`src/logic/aqp_pkg.sv`:
```
package aqp_pkg;

    ////////////////////////////////////////////////////////////////////////////
    // Bus types
    ////////////////////////////////////////////////////////////////////////////
    typedef logic [7:0]  byte_t;
    typedef logic [15:0] addr_t;
    typedef logic [5:0]  page_t;                // 16 KB page number

    ////////////////////////////////////////////////////////////////////////////
    // I/O port map
    ////////////////////////////////////////////////////////////////////////////
    localparam byte_t io_dac_addr      = 8'hEC; // Write only
    localparam byte_t io_bank0_addr    = 8'hF0; // Banks at $F0-$F3
    localparam byte_t io_kbbuf_addr    = 8'hFA;
    localparam byte_t io_sysctrl_addr  = 8'hFB;
    localparam byte_t io_cassette_addr = 8'hFC;
    localparam byte_t io_printer_addr  = 8'hFE;

    ////////////////////////////////////////////////////////////////////////////
    // Bank register layout and page map
    ////////////////////////////////////////////////////////////////////////////
    localparam int bank_ro_bit      = 7;
    localparam int bank_overlay_bit = 6;
    localparam int page_ram_bit     = 5;        // Pages 32-63 are RAM

    localparam page_t page_cart_base = 6'd16;   // Cartridge on pages 16-19

    // Address bits 13:11 of the $3800-$3FFF system RAM window
    localparam logic [2:0] sysram_hi = 3'd7;

    ////////////////////////////////////////////////////////////////////////////
    // Keyboard buffer and audio
    ////////////////////////////////////////////////////////////////////////////
    localparam int kb_depth = 16;
    localparam int kb_ptr_w = $clog2(kb_depth);
    localparam int kb_cnt_w = $clog2(kb_depth + 1);

    localparam int mix_w      = 14;
    localparam int beep_level = 1023;           // Cassette beep amplitude

endpackage
```
`src/logic/aqp_top.sv`:
```
`timescale 1ns/1ps

module aqp_top import aqp_pkg::*; (
    input  logic        clk,
    input  logic        reset,

    // Z80 bus
    input  addr_t       ebus_a,
    input  byte_t       ebus_d_in,
    output byte_t       ebus_d_out,
    output logic        ebus_d_oe,
    input  logic        ebus_rd_n,
    input  logic        ebus_wr_n,
    input  logic        ebus_mreq_n,
    input  logic        ebus_iorq_n,
    output logic [4:0]  ebus_ba,
    output logic        ebus_ram_ce_n,
    output logic        ebus_cart_ce_n,
    output logic        ebus_ram_we_n,

    // Cassette and printer
    input  logic        cassette_in,
    output logic        cassette_out,
    input  logic        printer_in,
    output logic        printer_out,

    // Keyboard byte stream
    input  logic        kb_req,
    input  byte_t       kb_data,
    output logic        kb_ack,

    output logic        audio
);

    logic                rd_pulse;
    logic                wr_pulse;
    logic                cassette_sync;
    logic                printer_sync;

    byte_t [3:0]         bank_regs;
    logic                dis_regs;
    logic                sel_dac;
    logic [3:0]          sel_bank;
    logic                sel_kbbuf;
    logic                sel_sysctrl;
    logic                sel_cassette;
    logic                sel_printer;

    logic                kb_pop;
    logic                kb_flush;
    byte_t               kb_head;
    logic [kb_cnt_w-1:0] kb_count;
    byte_t               dac_level;

    bus_sync i_bus_sync (
        .clk, .reset,
        .ebus_rd_n, .ebus_wr_n, .cassette_in, .printer_in,
        .rd_pulse, .wr_pulse, .cassette_sync, .printer_sync);

    bank_decode i_bank_decode (
        .ebus_a, .ebus_mreq_n, .ebus_iorq_n, .ebus_wr_n, .bank_regs, .dis_regs,
        .ebus_ba, .ebus_ram_ce_n, .ebus_cart_ce_n, .ebus_ram_we_n,
        .sel_dac, .sel_bank, .sel_kbbuf, .sel_sysctrl, .sel_cassette, .sel_printer);

    io_regs i_io_regs (
        .clk, .reset,
        .ebus_a, .ebus_d_in, .ebus_rd_n, .ebus_wr_n, .wr_pulse, .rd_pulse,
        .sel_dac, .sel_bank, .sel_kbbuf, .sel_sysctrl, .sel_cassette, .sel_printer,
        .cassette_sync, .printer_sync, .kb_head, .kb_count,
        .bank_regs, .dis_regs, .dac_level, .cassette_out, .printer_out,
        .kb_pop, .kb_flush, .ebus_d_out, .ebus_d_oe);

    kb_fifo i_kb_fifo (
        .clk, .reset,
        .kb_req, .kb_data, .kb_pop, .kb_flush,
        .kb_ack, .kb_head, .kb_count);

    pwm_dac i_pwm_dac (
        .clk, .reset,
        .dac_level, .cassette_out,
        .audio);

endmodule

```
`src/logic/pwm_dac.sv`:
```
`timescale 1ns/1ps

module pwm_dac import aqp_pkg::*; (
    input  logic  clk,
    input  logic  reset,
    input  byte_t dac_level,
    input  logic  cassette_out,
    output logic  audio
);

    logic [mix_w-1:0] mix;
    logic [mix_w-1:0] acc;
    logic [mix_w:0]   sum;

    // DAC scaled by 16, beep on top
    assign mix = mix_w'({dac_level, 4'b0000})
               + (cassette_out ? mix_w'(beep_level) : '0);

    assign sum = {1'b0, acc} + {1'b0, mix};

    // First-order sigma-delta, carry out is the PWM bit
    always_ff @(posedge clk or posedge reset) begin
        if (reset) begin
            acc   <= '0;
            audio <= 1'b0;
        end else begin
            acc   <= sum[mix_w-1:0];
            audio <= sum[mix_w];
        end
    end

endmodule

```
`src/logic/kb_fifo.sv`:
```
`timescale 1ns/1ps

module kb_fifo import aqp_pkg::*; (
    input  logic                clk,
    input  logic                reset,
    input  logic                kb_req,
    input  byte_t               kb_data,
    input  logic                kb_pop,
    input  logic                kb_flush,
    output logic                kb_ack,
    output byte_t               kb_head,
    output logic [kb_cnt_w-1:0] kb_count
);

    ////////////////////////////////////////////////////////////////////////////
    // Four-phase handshake
    ////////////////////////////////////////////////////////////////////////////
    typedef enum logic {st_idle, st_ack} hs_state_t;

    hs_state_t state;
    logic      accept;
    logic      full;
    logic      push;
    logic      pop;

    assign accept = state == st_idle && kb_req;

    always_ff @(posedge clk or posedge reset) begin
        if (reset) begin
            state <= st_idle;
        end else begin
            case (state)
                st_idle: if (kb_req)  state <= st_ack;
                st_ack:  if (!kb_req) state <= st_idle;
                default: state <= st_idle;
            endcase
        end
    end

    assign kb_ack = state == st_ack;

    ////////////////////////////////////////////////////////////////////////////
    // Circular buffer
    ////////////////////////////////////////////////////////////////////////////
    byte_t               mem [kb_depth];
    logic [kb_ptr_w-1:0] wr_ptr;
    logic [kb_ptr_w-1:0] rd_ptr;

    assign full = kb_count == kb_cnt_w'(kb_depth);
    assign push = accept && !full;       // Byte dropped when full
    assign pop  = kb_pop && kb_count != '0;

    always_ff @(posedge clk) begin
        if (push) mem[wr_ptr] <= kb_data;
    end

    always_ff @(posedge clk or posedge reset) begin
        if (reset) begin
            wr_ptr   <= '0;
            rd_ptr   <= '0;
            kb_count <= '0;
        end else if (kb_flush) begin
            wr_ptr   <= '0;
            rd_ptr   <= '0;
            kb_count <= '0;
        end else begin
            if (push) wr_ptr <= wr_ptr + 1'b1;
            if (pop)  rd_ptr <= rd_ptr + 1'b1;
            if (push && !pop)      kb_count <= kb_count + 1'b1;
            else if (pop && !push) kb_count <= kb_count - 1'b1;
        end
    end

    assign kb_head = mem[rd_ptr];

endmodule

```
`src/logic/io_regs.sv`:
```
`timescale 1ns/1ps

module io_regs import aqp_pkg::*; (
    input  logic                clk,
    input  logic                reset,
    input  addr_t               ebus_a,
    input  byte_t               ebus_d_in,
    input  logic                ebus_rd_n,
    input  logic                ebus_wr_n,
    input  logic                wr_pulse,
    input  logic                rd_pulse,
    input  logic                sel_dac,
    input  logic [3:0]          sel_bank,
    input  logic                sel_kbbuf,
    input  logic                sel_sysctrl,
    input  logic                sel_cassette,
    input  logic                sel_printer,
    input  logic                cassette_sync,
    input  logic                printer_sync,
    input  byte_t               kb_head,
    input  logic [kb_cnt_w-1:0] kb_count,

    output byte_t [3:0]         bank_regs,
    output logic                dis_regs,
    output byte_t               dac_level,
    output logic                cassette_out,
    output logic                printer_out,
    output logic                kb_pop,
    output logic                kb_flush,
    output byte_t               ebus_d_out,
    output logic                ebus_d_oe
);

    byte_t wrdata;
    logic  kb_empty;
    logic  sel_internal;
    byte_t rddata;

    // Bus data latched while the write strobe is low
    always_ff @(posedge clk) begin
        if (!ebus_wr_n) wrdata <= ebus_d_in;
    end

    ////////////////////////////////////////////////////////////////////////////
    // Register writes
    ////////////////////////////////////////////////////////////////////////////
    always_ff @(posedge clk or posedge reset) begin
        if (reset) begin
            bank_regs    <= '0;
            dis_regs     <= 1'b0;
            dac_level    <= '0;
            cassette_out <= 1'b0;
            printer_out  <= 1'b0;
        end else if (wr_pulse) begin
            if (sel_dac)      dac_level                <= wrdata;
            if (|sel_bank)    bank_regs[ebus_a[1:0]]   <= wrdata;   // $F0-$F3
            if (sel_sysctrl)  dis_regs                 <= wrdata[0];
            if (sel_cassette) cassette_out             <= wrdata[0];
            if (sel_printer)  printer_out              <= wrdata[0];
        end
    end

    assign kb_empty = kb_count == '0;
    assign kb_flush = sel_kbbuf && wr_pulse;
    assign kb_pop   = sel_kbbuf && rd_pulse && !kb_empty;

    ////////////////////////////////////////////////////////////////////////////
    // Read data
    ////////////////////////////////////////////////////////////////////////////
    always_comb begin
        rddata = '0;
        if (|sel_bank)    rddata = bank_regs[ebus_a[1:0]];
        if (sel_kbbuf)    rddata = kb_empty ? 8'h00 : kb_head;
        if (sel_sysctrl)  rddata = {7'b0, dis_regs};
        if (sel_cassette) rddata = {7'b0, !cassette_sync};   // Inverted input
        if (sel_printer)  rddata = {7'b0, printer_sync};
    end

    // DAC is write-only and never drives the bus
    assign sel_internal = |sel_bank | sel_kbbuf | sel_sysctrl | sel_cassette | sel_printer;

    assign ebus_d_out = rddata;
    assign ebus_d_oe  = !ebus_rd_n && sel_internal;

endmodule

```
`src/logic/bank_decode.sv`:
```
`timescale 1ns/1ps

module bank_decode import aqp_pkg::*; (
    input  addr_t       ebus_a,
    input  logic        ebus_mreq_n,
    input  logic        ebus_iorq_n,
    input  logic        ebus_wr_n,
    input  byte_t [3:0] bank_regs,
    input  logic        dis_regs,

    output logic [4:0]  ebus_ba,
    output logic        ebus_ram_ce_n,
    output logic        ebus_cart_ce_n,
    output logic        ebus_ram_we_n,

    output logic        sel_dac,
    output logic [3:0]  sel_bank,
    output logic        sel_kbbuf,
    output logic        sel_sysctrl,
    output logic        sel_cassette,
    output logic        sel_printer
);

    ////////////////////////////////////////////////////////////////////////////
    // Memory banking
    ////////////////////////////////////////////////////////////////////////////
    byte_t bank_reg;
    page_t page;
    logic  bank_ro;
    logic  bank_overlay;
    logic  sel_sysram;
    logic  sel_ram;
    logic  sel_cart;

    // Each 16 KB window picks its own bank register
    assign bank_reg     = bank_regs[ebus_a[15:14]];
    assign page         = bank_reg[5:0];
    assign bank_ro      = bank_reg[bank_ro_bit];
    assign bank_overlay = bank_reg[bank_overlay_bit];

    // $3800-$3FFF stays writable in an overlaid bank
    assign sel_sysram = bank_overlay && ebus_a[13:11] == sysram_hi;

    assign sel_ram  = !ebus_mreq_n && page[page_ram_bit];                 // Pages 32-63
    assign sel_cart = !ebus_mreq_n && page[5:2] == page_cart_base[5:2];   // Pages 16-19

    assign ebus_ba        = page[4:0];
    assign ebus_ram_ce_n  = !sel_ram;
    assign ebus_cart_ce_n = !sel_cart;
    assign ebus_ram_we_n  = !(sel_ram && !ebus_wr_n && (!bank_ro || sel_sysram));

    ////////////////////////////////////////////////////////////////////////////
    // I/O decoding
    ////////////////////////////////////////////////////////////////////////////
    logic  sel_io;
    byte_t io_addr;

    assign sel_io  = !ebus_iorq_n;
    assign io_addr = ebus_a[7:0];

    // Maskable by the disable-registers bit
    assign sel_dac = !dis_regs && sel_io && io_addr == io_dac_addr;

    always_comb begin
        for (int i = 0; i < 4; i++) begin
            sel_bank[i] = !dis_regs && sel_io && io_addr == byte_t'(io_bank0_addr + i);
        end
    end

    // Always reachable, so software can re-enable the registers
    assign sel_kbbuf    = sel_io && io_addr == io_kbbuf_addr;
    assign sel_sysctrl  = sel_io && io_addr == io_sysctrl_addr;
    assign sel_cassette = sel_io && io_addr == io_cassette_addr;
    assign sel_printer  = sel_io && io_addr == io_printer_addr;

endmodule

```
`src/logic/bus_sync.sv`:
```
`timescale 1ns/1ps

module bus_sync (
    input  logic clk,
    input  logic reset,
    input  logic ebus_rd_n,
    input  logic ebus_wr_n,
    input  logic cassette_in,
    input  logic printer_in,
    output logic rd_pulse,
    output logic wr_pulse,
    output logic cassette_sync,
    output logic printer_sync
);

    logic [2:0] q_rd_n;
    logic [2:0] q_wr_n;
    logic [2:0] q_cassette;
    logic [2:0] q_printer;

    always_ff @(posedge clk or posedge reset) begin
        if (reset) begin
            q_rd_n     <= 3'b111;   // Strobes idle high
            q_wr_n     <= 3'b111;
            q_cassette <= 3'b000;
            q_printer  <= 3'b000;
        end else begin
            q_rd_n     <= {q_rd_n[1:0], ebus_rd_n};
            q_wr_n     <= {q_wr_n[1:0], ebus_wr_n};
            q_cassette <= {q_cassette[1:0], cassette_in};
            q_printer  <= {q_printer[1:0], printer_in};
        end
    end

    // Falling edge seen between the two oldest stages
    assign rd_pulse = q_rd_n[2:1] == 2'b10;
    assign wr_pulse = q_wr_n[2:1] == 2'b10;

    assign cassette_sync = q_cassette[2];
    assign printer_sync  = q_printer[2];

endmodule

```
`config.mk`:
```
export PLATFORM = sky130hd
export DESIGN_NAME = aqp_top
export DESIGN_NICKNAME = d
export VERILOG_FILES = /design/src/logic/aqp_pkg.sv /design/src/logic/aqp_top.sv /design/src/logic/pwm_dac.sv /design/src/logic/kb_fifo.sv /design/src/logic/io_regs.sv /design/src/logic/bank_decode.sv /design/src/logic/bus_sync.sv
export SDC_FILE = /design/constraint.sdc
export NUM_CORES = 1
export LEC_CHECK = 0
export BUFFER_PORTS_ARGS = -buffer_cell sky130_fd_sc_hd__buf_4
export CAP_MARGIN = 20
export CORE_AREA = 2 2 164 166
export CTS_BUF_LIST = sky130_fd_sc_hd__clkbuf_4
export DETAILED_ROUTE_END_ITERATION = 8
export DIE_AREA = 0 0 166 168
export GPL_ROUTABILITY_DRIVEN = 0
export HOLD_SLACK_MARGIN = 0.12
export SKIP_CTS_REPAIR_TIMING = 1
export SLEW_MARGIN = 40
export SYNTH_ARGS = -nofsm -noshare
export SYNTH_HDL_FRONTEND = slang
export SYNTH_HIERARCHICAL = 1
export SYNTH_SLANG_ARGS = --single-unit
```
`constraint.sdc`:
```
create_clock -name clk -period 4.9 [get_ports clk]
set_input_delay 0.735 -clock clk [delete_from_list [all_inputs] [get_ports clk]]
set_output_delay 0.735 -clock clk [all_outputs]
set_load 0.01 [all_outputs]
```
# Word-level counts from Yosys, hierarchy flattened
# Memories as Yosys holds them, arrays and structs flattened.
# Index checks and enable logic that the tools add are counted.
# totals
register_bits,92
latch_bits,0
mem_bits_rw,128
rom_bits,0
in_bits,41
output_inout_bits,21
elab_cells,123
mem_count,1
# memory_table
memory,depth,width,read_ports,rd_clocked_by_memory_dff,write_ports,line,rtl
i_kb_fifo.mem,16,8,1,0,1,kb_fifo.sv:45,byte_t mem [kb_depth];
# op_classes
add_sub_neg,6
multipliers,0
div_mod_pow,0
n_lt_le_gt_ge,3
eq_ne,14
n_shift,0
mux,24
n_bitwise,5
reduce_logical,51
# op_table
operator,n
$eq A8 B8 Y1 const B,9
$mux W8,9
$bmux W8 S2,2
$bwmux W32,1
$logic_and A1 B1 Y1,25
$demux W8 S2,1
$mux W4,4
$add A14 B14 Y15,1
$mux W5,3
$add A12 B14 Y14,1
$logic_not A1 Y1,14
$mux W10,1
$reduce_and A2 Y1,5
$add A4 B1 Y4 const B,2
$lt A2 B3 Y1 const B,2
$add A5 B1 Y5 const B,1
$eq A5 B5 Y1 const B,1
$logic_not A5 Y1,1
$reduce_bool A5 Y1,1
$sub A5 B1 Y5 const B,1
$eq A2 B2 Y1 const B,2
$eq A4 B3 Y1 const B,1
$or A1 B1 Y1,4
$reduce_bool A2 Y1,2
other kinds (7),9

# Logic depth before layout (Yosys ltp)
# logic_depth
ltp_word,9
ltp_mapped,14
mapped_depth_nobuf,14

# Modules after synthesis
# The synthesis kept the hierarchy.
# modules_own_cells
mod,instances,cells_per_inst,area_per_inst_um2
kb_fifo,1,313,5853.1
io_regs,1,157,2372.3
pwm_dac,1,158,1376.3
bank_decode,1,36,344.1
bus_sync,1,15,339.1

# Least setup slack after synthesis
# OpenSTA, ideal clock, no wires.
# synth_timing
kind,in2reg
from,input port ebus_a[1]
to,register i_kb_fifo.kb_count[4]
t_arrival_ps,3311
required_ps,4763
setup_slack_ps,1453
cell_stages,13
path_cell_list,inv_1 > or4_4 > nor4b_1 > clkbuf_1 > o211a_1 > buf_2 > nand2_1 > nand2_1 > ha_1 > a21oi_1 > a2111oi_0 > a31oi_1 > a31oi_1
# synth_via
elab_chain_len,9
word_cells_on_any_way,12
classes_between,eq/ne (1); mux (2); reduce/logical (9)
# synth_rtl
element,line,rtl
from (decl),aqp_top.sv:8,"input addr_t ebus_a,"
$eq A8 B8 Y1 (*),bank_decode.sv:71,assign sel_kbbuf = sel_io && io_addr == io_kbbuf_addr;
$logic_and A1 B1 Y1 (*),bank_decode.sv:71,
via sel_kbbuf,aqp_top.sv:44,logic sel_kbbuf;
$logic_and A1 B1 Y1 (*) (2 in series),io_regs.sv:65,assign kb_pop = sel_kbbuf && rd_pulse && !kb_empty;
via kb_pop,aqp_top.sv:49,logic kb_pop;
$logic_and A1 B1 Y1 (*),kb_fifo.sv:51,assign pop = kb_pop && kb_count != '0;
$logic_not A1 Y1,kb_fifo.sv:69,if (push && !pop) kb_count <= kb_count + 1'b1;
$logic_and A1 B1 Y1,kb_fifo.sv:69,
$mux W5,kb_fifo.sv:69,
$mux W5,kb_fifo.sv:62,end else if (kb_flush) begin
to (signal assigned),kb_fifo.sv:69,
to (signal assigned),kb_fifo.sv:70,else if (pop && !push) kb_count <= kb_count - 1'b1;
to (decl),kb_fifo.sv:12,output logic [kb_cnt_w-1:0] kb_count
# Mark *: on every way through the listed nets, which the timed path passes. The rest lies on a longest branch.
# A chain may end at the register's enable or synchronous reset.

# Worst setup path after layout
# layout_timing
from,input port ebus_a[1]
to,output port ebus_d_out[1]
# layout_via
word_cells_on_any_way,24
classes_between,eq/ne (8); mux (7); reduce/logical (9)
# layout_lines
element,line,rtl
$eq A8 B8 Y1,bank_decode.sv:71,
$logic_and A1 B1 Y1,bank_decode.sv:71,
via sel_kbbuf,aqp_top.sv:44,
$mux W8,io_regs.sv:73,if (sel_kbbuf) rddata = kb_empty ? 8'h00 : kb_head;
$mux W8,io_regs.sv:74,"if (sel_sysctrl) rddata = {7'b0, dis_regs};"
$mux W8,io_regs.sv:75,"if (sel_cassette) rddata = {7'b0, !cassette_sync};"
$mux W8,io_regs.sv:76,"if (sel_printer) rddata = {7'b0, printer_sync};"
to (decl),aqp_top.sv:10,"output byte_t ebus_d_out,"
# The timed path passes the listed nets, and every way through them passes these cells. The select of a mux whose other input is x is not followed.

==> impl_summary.txt <==
----------------------------------------------------
[Placement]
  Cell area after placement ... 0.0111 mm^2
  Port Buf Inserts ... 58
  Setup WS pre-CTS ... 0.834 ns
  DPL Wire Length ... 15600 um
  Placed cell count ... 1058

[Global route]
  Global-route wire length before repair ... 36600 um
  Most crowded layer after global routing ... met2
  Global routing met1 resource utilization ... 0.218
  Met2 track demand over resource in global routing ... 0.279
  Global Route Usage Sum ... 0.167
  Overflow left after global routing ... 0
  Pin count of the biggest net entering global routing ... 44
  Vias in the first global route ... 6600
  Initial antenna violation count ... 1
  M3 GR Usage ... 0.0360

[Power and ir drop]
  Areal power density over the cells ... 379 mW/mm^2
  Post-layout power ... 4.50 mW
  Largest vdd supply drop ... 0.000175 V
  Leakage power ... 4.68 nW

[Logic synthesis]
  Post-synthesis instance area ... 0.0103 mm^2
  Cells taking the most area after synthesis ... sky130_fd_sc_hd__edfxtp_1 40%, sky130_fd_sc_hd__dfrtp_1 19%, sky130_fd_sc_hd__mux4_2 11%, sky130_fd_sc_hd__mux2_2 4.7%, sky130_fd_sc_hd__ha_1 3.6%
  Register area share after synthesis ... 0.602
  Synth top area share ... 0.397
  Synth Instances ... 679
  Mean instance size in the synthesized netlist ... 15.1 um^2
  Seq cells post-synth ... 220
  Ys async rst share ... 0.382
  Primary FF master, synth ... sky130_fd_sc_hd__edfxtp_1
  Post-synth EDFFs ... 136
  Number of unique standard cell types used by synthesis ... 68
  Net Count, Synth ... 753
  YS warnings ... 6
  Largest area contributor in the netlist ... sky130_fd_sc_hd__edfxtp_1

[Timing]
  Post-route clock skew ... 0.0506 ns
  Crit path time final ... 3.86 ns
  Hold Vio Cnt, Final ... 0
  Worst-margin pin slew ... 0.669 ns
  Worst setup margin ... 1.04 ns
  Worst relative slew slack ... 0.553
  Final-report setup violation count ... 0
  Pins Over Slew Limit ... 0
  Achievable clock frequency ... 259 MHz
  Total Negative Setup Slacks ... 0 ns
  Fin crit share ... 0.789
  Setup repair after global routing missed its margin ... no
  Min Hold Slack ... 0.201 ns

[Floorplanning]
  # IOs ... 62
  Core ar. ... 0.0264 mm^2
  Area of the die ... 0.0279 mm^2
  Cell Rows ... 60
  Die Y ... 168 um
  Width of the chip ... 166 um
  Initial core utilization ... 0.390

[Run]
  Max Cap Viol ... 0

[Drt]
  Count of routing violations after the opening detailed-route iteration ... 452
  DR vias/cell ... 5.42
  DR vias ... 6347
  Remaining number of nets flagged by the antenna check after routing ... 0
  Routed wire per std cell ... 19.5 um
  Total Wirelength ... 22900 um
  Number of remaining DRC errors ... 0
  Count of TritonRoute iterations in the first routing pass ... 4

[Worst setup path]
  Type of destination of the critical path ... primary output
  Critical Path Source Type ... primary input
  Critical path required time ... 4.16 ns
  CP bufs+invs ... 4
  Cells along the critical path ... buf_4 > inv_1 > or4_4 > nor4b_2 > buf_4 > o21ai_1 > a21oi_1 > buf_4
  Category of the critical setup timing path ... in2out
  Crit-path slowest cell ... sky130_fd_sc_hd__or4_4
  Cell with the most instances on the worst path ... sky130_fd_sc_hd__buf_4
  Cell family contributing the most delay on the critical path ... simple AND/OR/NAND/NOR gates
  Arrival time reported for the critical path endpoint ... 3.13 ns
  Delay contributed by the slowest stage of the critical path ... 0.54 ns
  Maximum fanout along the worst path ... 19

[Cells and area]
  Growth of design area from synthesis to finish ... 15.6%
  Final standard cell area without fillers ... 0.0119 mm^2
  Most frequent standard cell in the layout excluding fill and tap cells ... sky130_fd_sc_hd__edfxtp_1
  Final Non-Filler Cells ... 1170
  Highest-count cells in the layout ignoring fill and taps ... 136 x sky130_fd_sc_hd__edfxtp_1, 90 x sky130_fd_sc_hd__clkbuf_4, 76 x sky130_fd_sc_hd__dfrtp_1
  Count of fill cells added during filler insertion ... 2357
  Nets@finish ... 853
  Proportion of layout cells with a drive suffix above 1 ... 0.337
  Share of the core filled with cells ... 0.451

[Clocking]
  CTS tree ... done
  Total clock buffers created by CTS ... 57
  TritonCTS sink count ... 220
  Maximum buffer depth of the clock tree ... 3
  Number of levels the H-tree was split into ... 2
  Insertion delay to the later sink of the worst-skew pair ... 0.70 ns
  Root Driver ... sky130_fd_sc_hd__clkbuf_4
  Clock-pin slew on the worst setup and hold paths ... 0.06 ns

[Min path]
  Path category of the worst min-delay check ... in2reg

[Run status]
  Result of the run ... complete, no violations

----------------------------------------------------
[registers in the layout (all words and copies together), names as in the netlist]
register	cells
i_io_regs/dis_regs	1
i_bus_sync/q_wr_n	3
i_bus_sync/q_rd_n	3
i_pwm_dac/acc	14
i_io_regs/wrdata	8
i_kb_fifo/mem	128
i_pwm_dac/audio	1
i_kb_fifo/wr_ptr	4
i_bus_sync/q_printer	3
i_bus_sync/q_cassette	3
i_io_regs/cassette_out	1
i_io_regs/dac_level	8
i_kb_fifo/kb_ack	1
i_io_regs/bank_regs	32
i_io_regs/printer_out	1
i_kb_fifo/rd_ptr	4
i_kb_fifo/kb_count	5
[worst reg2reg max path, delay by kind of cell (launching register included)]
family	cells	cell delay (ns)
AOI/OAI and AO/OA	5	0.99
and+or+nand+nor	5	0.87
adders and majority gates	3	1.04
buffers and inverters	1	0.05
DFF	1	0.64
[final cells by class]
| type | instances | area, um^2 | area share |
|---|---|---|---|
| multi-input cells | 408 | 3890 | 0.328 |
| inverters | 26 | 97.6 | 0.00821 |
| clock inverters | 18 | 92.6 | 0.00779 |
| diodes | 1 | 2.50 | 0.000210 |
| clock buffers | 90 | 676 | 0.0568 |
| well taps | 341 | 427 | 0.0359 |
| flip-flops and latches | 220 | 6200 | 0.521 |
| repair buffers | 66 | 503 | 0.0423 |
[path summary, 6_finish.rpt]
| path | from | to | slack [ns] | depth (start not counted) |
|---|---|---|---|---|
| min reg2reg | i_bus_sync/q_printer[0] | i_bus_sync/q_printer[1] | 0.34 | 0 |
| min in group asynchronous | reset | i_bus_sync/q_printer[1] | 0.69 | 3 |
| min | ebus_rd_n | i_bus_sync/q_rd_n[0] | 0.20 | 1 |
| max in group asynchronous | reset | i_io_regs/dis_regs | 3.70 | 4 |
| max | ebus_a[1] | ebus_d_out[1] | 1.04 | 8 |
| max reg2reg | i_io_regs/cassette_out | i_pwm_dac/acc[13] | 1.19 | 14 |
[synthesized netlist by cell type, drive strengths merged, types with 6 or more instances]
master	count
o21ai	12
o211ai	14
buf	11
a22oi	16
nand2	35
dfstp	6
nor3	13
or4	8
a211oi	6
nand3	12
nor2	30
dfrtp	78
mux4	48
nand2b	9
a211o	6
and2	15
clkbuf	14
inv	26
xnor2	12
a21oi	26
nor2b	9
mux2	44
edfxtp	136
ha	30
[cell families after synthesis]
| logic type | Yosys count | share of synthesized area |
|---|---|---|
| AO/OA/AOI/OAI | 103 | 0.0728 |
| XOR/XNOR | 17 | 0.0145 |
| adder cells (fa/ha/maj) | 33 | 0.0423 |
| buffers and inverters | 51 | 0.0206 |
| flip-flops | 220 | 0.602 |
| multiplexers | 97 | 0.159 |
| AND/OR/NAND/NOR | 158 | 0.0892 |
[power by group]
group | switching [mW] | internal, mW
Clock | 0.745 | 0.845
Sequential | 0.137 | 2.13
Combinational | 0.367 | 0.277
Total | 1.25 | 3.26
[metal layers]
layer / vias to the layer above / routed length [um]
met3: 39 / 1110
li1: 2889 / -
met5: - / 0
met1: 3250 / 9940
met4: 0 / 505
met2: 169 / 11300
(Power assumes the default switching activity.)
